`src/raster_cfg.svh`:
```
`ifndef RASTER_CFG_SVH
`define RASTER_CFG_SVH

// line pitch in pixels after reset
// a 640 wide frame
`define RASTER_PITCH_RESET 16'd640

// log2 of bytes per pixel in the frame buffer
// 8 byte pixels: color plus depth
`define RASTER_PIXEL_SHIFT 3

// frame buffer byte address width
`define RASTER_ADDR_W 26

`endif

```
`src/raster_pkg.sv`:
```
package raster_pkg;

    // integer and fraction halves of a 16.16 word
    typedef struct packed {
        logic signed [15:0] int_part;
        logic [15:0]        frac_part;
    } fix16_parts_t;

    // 16.16 coordinate, whole number or split view
    typedef union packed {
        logic signed [31:0] raw;
        fix16_parts_t       parts;
    } fix16_u;

    // screen x, y plus depth, x in the top bits
    typedef struct packed {
        fix16_u x;
        fix16_u y;
        fix16_u z;
    } vertex_t;

    // ccw only drops back-facing triangles
    typedef enum logic {
        wind_ccw_only = 1'b0,
        wind_both     = 1'b1
    } winding_e;

    // 16.16 product, keeps the middle 32 bits
    function automatic logic signed [31:0] fp_mul(
        input logic signed [31:0] a,
        input logic signed [31:0] b
    );
        logic signed [63:0] prod;
        prod = 64'(a) * 64'(b);
        return prod[47:16];
    endfunction

    // 16.16 quotient, zero for a degenerate divisor
    function automatic logic signed [31:0] fp_div(
        input logic signed [31:0] num,
        input logic signed [31:0] den
    );
        logic signed [63:0] wide_num;
        logic signed [63:0] quot;
        wide_num = 64'(num) <<< 16;
        if (den == 0) begin
            quot = '0;
        end else begin
            quot = wide_num / 64'(den);
        end
        return quot[31:0];
    endfunction

endpackage

```
`src/raster_regs.sv`:
```
`timescale 1ns/10ps
`include "raster_cfg.svh"

module raster_regs (
    input  logic                 clock,
    input  logic                 reset,
    input  logic                 reg_write,
    input  logic                 reg_addr,
    input  logic [15:0]          reg_wdata,
    output logic [15:0]          reg_rdata,
    output logic [15:0]          pitch,
    output raster_pkg::winding_e winding
);
    import raster_pkg::*;

    // address 0 is pitch, address 1 is winding
    always_ff @(posedge clock or negedge reset) begin
        if (!reset) begin
            pitch   <= `RASTER_PITCH_RESET;
            winding <= wind_both;
        end else if (reg_write) begin
            if (reg_addr == 1'b0) begin
                pitch <= reg_wdata;
            end else begin
                // only bit 0 is stored
                winding <= winding_e'(reg_wdata[0]);
            end
        end
    end

    // read-back mux, no register stage
    always_comb begin
        if (reg_addr == 1'b0) begin
            reg_rdata = pitch;
        end else begin
            reg_rdata = {15'd0, winding};
        end
    end

endmodule

```
`config.mk`:
```
export PLATFORM = sky130hd
export DESIGN_NAME = raster_regs
export DESIGN_NICKNAME = d
export VERILOG_FILES = /design/src/raster_pkg.sv /design/src/raster_regs.sv
export VERILOG_INCLUDE_DIRS = /design/src /design/src/src
export SDC_FILE = /design/constraint.sdc
export NUM_CORES = 1
export LEC_CHECK = 0
export ABC_AREA = 0
export BUFFER_PORTS_ARGS = -buffer_cell sky130_fd_sc_hd__buf_4
export CAP_MARGIN = 20
export CORE_MARGIN = 2
export CORE_UTILIZATION = 23
export CTS_BUF_LIST = sky130_fd_sc_hd__clkbuf_4
export CTS_CLUSTER_SIZE = 30
export DETAILED_ROUTE_END_ITERATION = 10
export PLACE_DENSITY_LB_ADDON = 0.05
export SLEW_MARGIN = 5
export SYNTH_ARGS = -nofsm -noshare
export SYNTH_HDL_FRONTEND = slang
export SYNTH_SLANG_ARGS = --single-unit
```
`constraint.sdc`:
```
create_clock -name clock -period 1.4 [get_ports clock]
set_input_delay 0.07 -clock clock [delete_from_list [all_inputs] [get_ports clock]]
set_output_delay 0.07 -clock clock [all_outputs]
set_load 0.02 [all_outputs]
```
# Word level (Yosys, flattened, before mapping)
# Index checks and enable logic that the tools add are counted.
# Widths: inputs -> output; s select.
[op_classes]
mux = 1
n_bitwise = 1
n_reduce_logical = 2
[ops]
columns = ["cell", "count"]
rows = [
  ["$mux 16", 1],
  ["$reduce_and 2->1", 2],
  ["$not 1->1", 1],
]
[word_totals]
input_bits = 20
out_inout_bits = 33
ff_bits = 17
wordCells = 6

# Longest topological paths before layout
[depth]
word_depth = 2
depth_mapped = 4
ltp_nobuf = 2

# Least setup slack after synthesis
# Ideal clock, no wire load.
[synth_path]
path_type = "flip-flop to output port"
start = "register pitch[7]"
end = "output reg_rdata[7]"
path_buffers = 0
slack_ns = 0.395
path_stages_with_launch = 2
t_required_ns = 1.330
arrival_time_ns = 0.935
path_cell_list = "dfstp_2 nor2b_1"
[synth_between]
elab_chain_cells = 1
[synth_rtl]
columns = ["item", "line", "source"]
rows = [
  ["from (decl)", "raster_regs.sv:11", "output logic [15:0] pitch,"],
  ["from (signal assigned)", "raster_regs.sv:19", "pitch <= `RASTER_PITCH_RESET;"],
  ["from (signal assigned)", "raster_regs.sv:23", "pitch <= reg_wdata;"],
  ["$mux 16", "raster_regs.sv:33", "if (reg_addr == 1'b0) begin"],
  ["to (decl)", "raster_regs.sv:10", "output logic [15:0] reg_rdata,"],
]
# Every way passes these cells.

# Final worst setup path
[layout_path]
start = "register pitch[0]"
end = "output reg_rdata[0]"
# Same word-level chain as after synthesis.

==> run metrics <==
reported max-cap violation count 0; count of unique library cells instantiated by Yosys 11; post-CTS clock slew at the launch and capture registers of the worst setup and hold paths around 0.1 ns; total die area a little over 0.004 mm^2; Area Overhead vs Synth 76.6%; row count 21; simple logic cell fraction of the synthesized area ~14%; combinational family with the most area after synthesis multiplexers; Synth Area in Adders 0%; least setup slack across all paths after layout 0.224 ns; synthesized netlist net count 75; final std cells w/o fill 172; clock tree root buffer cell sky130_fd_sc_hd__clkbuf_4; number of H-tree levels 1; CTS tree built; RePlAce Congestion 0.626; Die Wd between 60 and 70 um; kind of critical path flip-flop to output pin; antenna diode count 0; fraction of final layout cells sized beyond drive strength 1 between 60% and 70%; proportion of netlist area held by the largest area contributor a little over two fifths; Floorplan Core Area about 0.0034 mm^2; Avg Synthesized Cell Area 15.0 um^2; worst-case headroom to the max-slew limit 84.7%; worst-case clock buffer depth 2; count of pins over their slew limit 0; most repeated cell in the gate-level netlist after synthesis sky130_fd_sc_hd__dfrtp_1; worst reg2reg endpoint pitch[6]; number of register bits inferred by synthesis 17; number of buffers added by the clock tree synthesis step 3; maximum fanout encountered on the critical timing path 3; Worst Tran Pin Value between 0.2 and 0.25 ns; RSZ-0062 raised after global routing false; count of placed standard cells including taps 152; multiplexer share of the synthesized area between 20 and 30%; number of cell instances on the worst register-to-register path 1; filler cell count approximately 340; count of hold buffers inserted by post-cts repair 11; post-synthesis sequential area ratio between 50% and 60%; maximum resistive drop on vdd 0.548 mV; Remaining Overflow, GRT 0; Hold Path Stages 2; count of yosys warnings during synthesis 0; WL per Instance between 10 and 15 um; XOR/XNOR Fraction of Synth Area 0%; FF-to-FF setup slack around 0.62 ns; netlist area before placement slightly above 800 um^2; worst setup slack before clock tree synthesis between 0.3 and 0.4 ns; Hold Vio Cnt, Final 0; nets 147; Remaining DRCs 0; length of the first detailed-routing pass in iterations 4; compound-cell area share of the yosys netlist 0%; initial standard-cell utilization of the core 24.3%; aggregate routed wire length 1.94 mm; number of enable flip-flop cells after synthesis 0; final setup violation count 0; ranking of synthesized cells by instance count sky130_fd_sc_hd__dfrtp_1 (14), sky130_fd_sc_hd__mux2_4 (10), sky130_fd_sc_hd__nor2b_1 (10), sky130_fd_sc_hd__mux2_2 (8), sky130_fd_sc_hd__and2b_2 (5); endpoint class of the critical path output pin; Die H approximately 64 um; Synth area leaders sky130_fd_sc_hd__dfrtp_1 (43%), sky130_fd_sc_hd__mux2_4 (18%), sky130_fd_sc_hd__mux2_2 (11%); count of buffers inserted at the top-level ports 52; footprint of the flip-flops and latches roughly 430 um^2; startpoint of the worst register-to-register path pitch[6]; global-route wire length before repair around 3.3 mm; TritonCTS Sinks 17; leakage dissipation ~0.71 nW; Detailed Route Iter0 Violations 12; Fmax around 850 MHz; Detail Route Antenna Nets 0; setup TNS 0 ns; number of antenna violations at the first check in global routing 0; Setup Fix Bufs, Post-CTS 0; global-route total usage across every layer approximately a tenth; library cell with the largest summed area after synthesis sky130_fd_sc_hd__dfrtp_1; startpoint type of the worst setup path flip-flop; area of the multi-input gates between 300 and 400 um^2; vias per cell roughly 4; run status completed; smallest hold slack ~0.018 ns; number of global-route vias before repair approximately 700; synthesized instance count 55; Layout Skew 0 ns; number of placed I/O pins between 50 and 60; worst hold-check path type input port to flip-flop; Skew-Pair Late Insertion Delay 0.28 ns; fraction of registers with async set/reset 100%; shortest clock period the worst path allows after layout between 1 and 1.5 ns; quantity of gates resized following cts 0; pwr/cell area 1040 mW/mm^2; fin crit share 84.0%; required time at the endpoint of the critical path between 1 and 1.5 ns; pin count of the biggest net entering global routing 19; hold path startpoint reg_wdata[9]; end point of the most critical hold path pitch[9]; total number of vias 691; Worst EP arrival between 1 and 1.5 ns; Main synth FF type sky130_fd_sc_hd__dfrtp_1; HPWL after detailed placement ~1.4 mm
sequential cells by signal, summed over array words and instances, names as in the netlist:
| name | count |
|---|---|
| winding | 1 |
| pitch | 16 |
area by class of cell:
| class | instances | area share, % |
|---|---|---|
| tap | 46 | 3.96 |
| multi-input combinational | 35 | 24.7 |
| timing repair buffer | 70 | 39.8 |
| sequential | 17 | 29.5 |
| clock buffer | 4 | 2.07 |
layout by cell type (no fill, tap or decap):
| master | n |
|---|---|
| sky130_fd_sc_hd__and2b_2 | 5 |
| sky130_fd_sc_hd__buf_12 | 1 |
| sky130_fd_sc_hd__buf_4 | 53 |
| sky130_fd_sc_hd__clkbuf_4 | 4 |
| sky130_fd_sc_hd__dfrtp_1 | 14 |
| sky130_fd_sc_hd__dfstp_2 | 3 |
| sky130_fd_sc_hd__dlygate4sd3_1 | 16 |
| sky130_fd_sc_hd__mux2_2 | 8 |
| sky130_fd_sc_hd__mux2_4 | 10 |
| sky130_fd_sc_hd__nand2_1 | 1 |
| sky130_fd_sc_hd__nor2b_1 | 10 |
| sky130_fd_sc_hd__nor2b_2 | 1 |
cell families (layout without fill, tap and decap cells):
kind of cell | after synthesis | in the layout
muxes | 18 | 18
DFF | 17 | 17
buffers and inverters | 3 | 74
and+or+nand+nor | 17 | 17
worst max-delay path: stages, from the launching register on:
cell and delay [ns]:
sky130_fd_sc_hd__dfrtp_1 0.41, sky130_fd_sc_hd__mux2_2 0.26, sky130_fd_sc_hd__buf_4 0.15
metrics by stage:
stage	utilization, %	instance area [um^2]	power, mW
floorplan	-	823	0.948
global placement	37.3	1260	1.22
detailed placement	37.3	1260	1.21
CTS	41.4	1400	1.53
global route	42.9	1450	1.61
finish	42.9	1450	1.51
power by group:
group	switching (mW)	leakage, nW	internal, mW
combinational	0.271	0.494	0.335
sequential	0.0531	0.196	0.574
clock	0.148	0.0184	0.130
layer usage:
metal / wire length, um / share of wire, % / global-route usage [%]
met1: 790 / 41 / 12.8
met2: 941 / 49 / 16.9
met3: 189 / 9.8 / 4.40
met4: 16 / 0.83 / 3.26
met5: 0 / 0 / 0
worst max-delay path by stage:
| stage | start | endpoint | slack, ns |
|---|---|---|---|
| 4_1_cts | pitch[0] | reg_rdata[0] | 0.20 |
| 3_5_place_dp | reg_addr | pitch[11] | 0.31 |
| 2_1_floorplan | pitch[7] | reg_rdata[7] | 0.39 |
| 6_report | pitch[0] | reg_rdata[0] | 0.22 |
| 5_1_grt | pitch[9] | reg_rdata[9] | 0.15 |
| 3_3_place_gp | reg_addr | pitch[11] | 0.32 |
No activity file was read; power rests on OpenSTA's default activity.
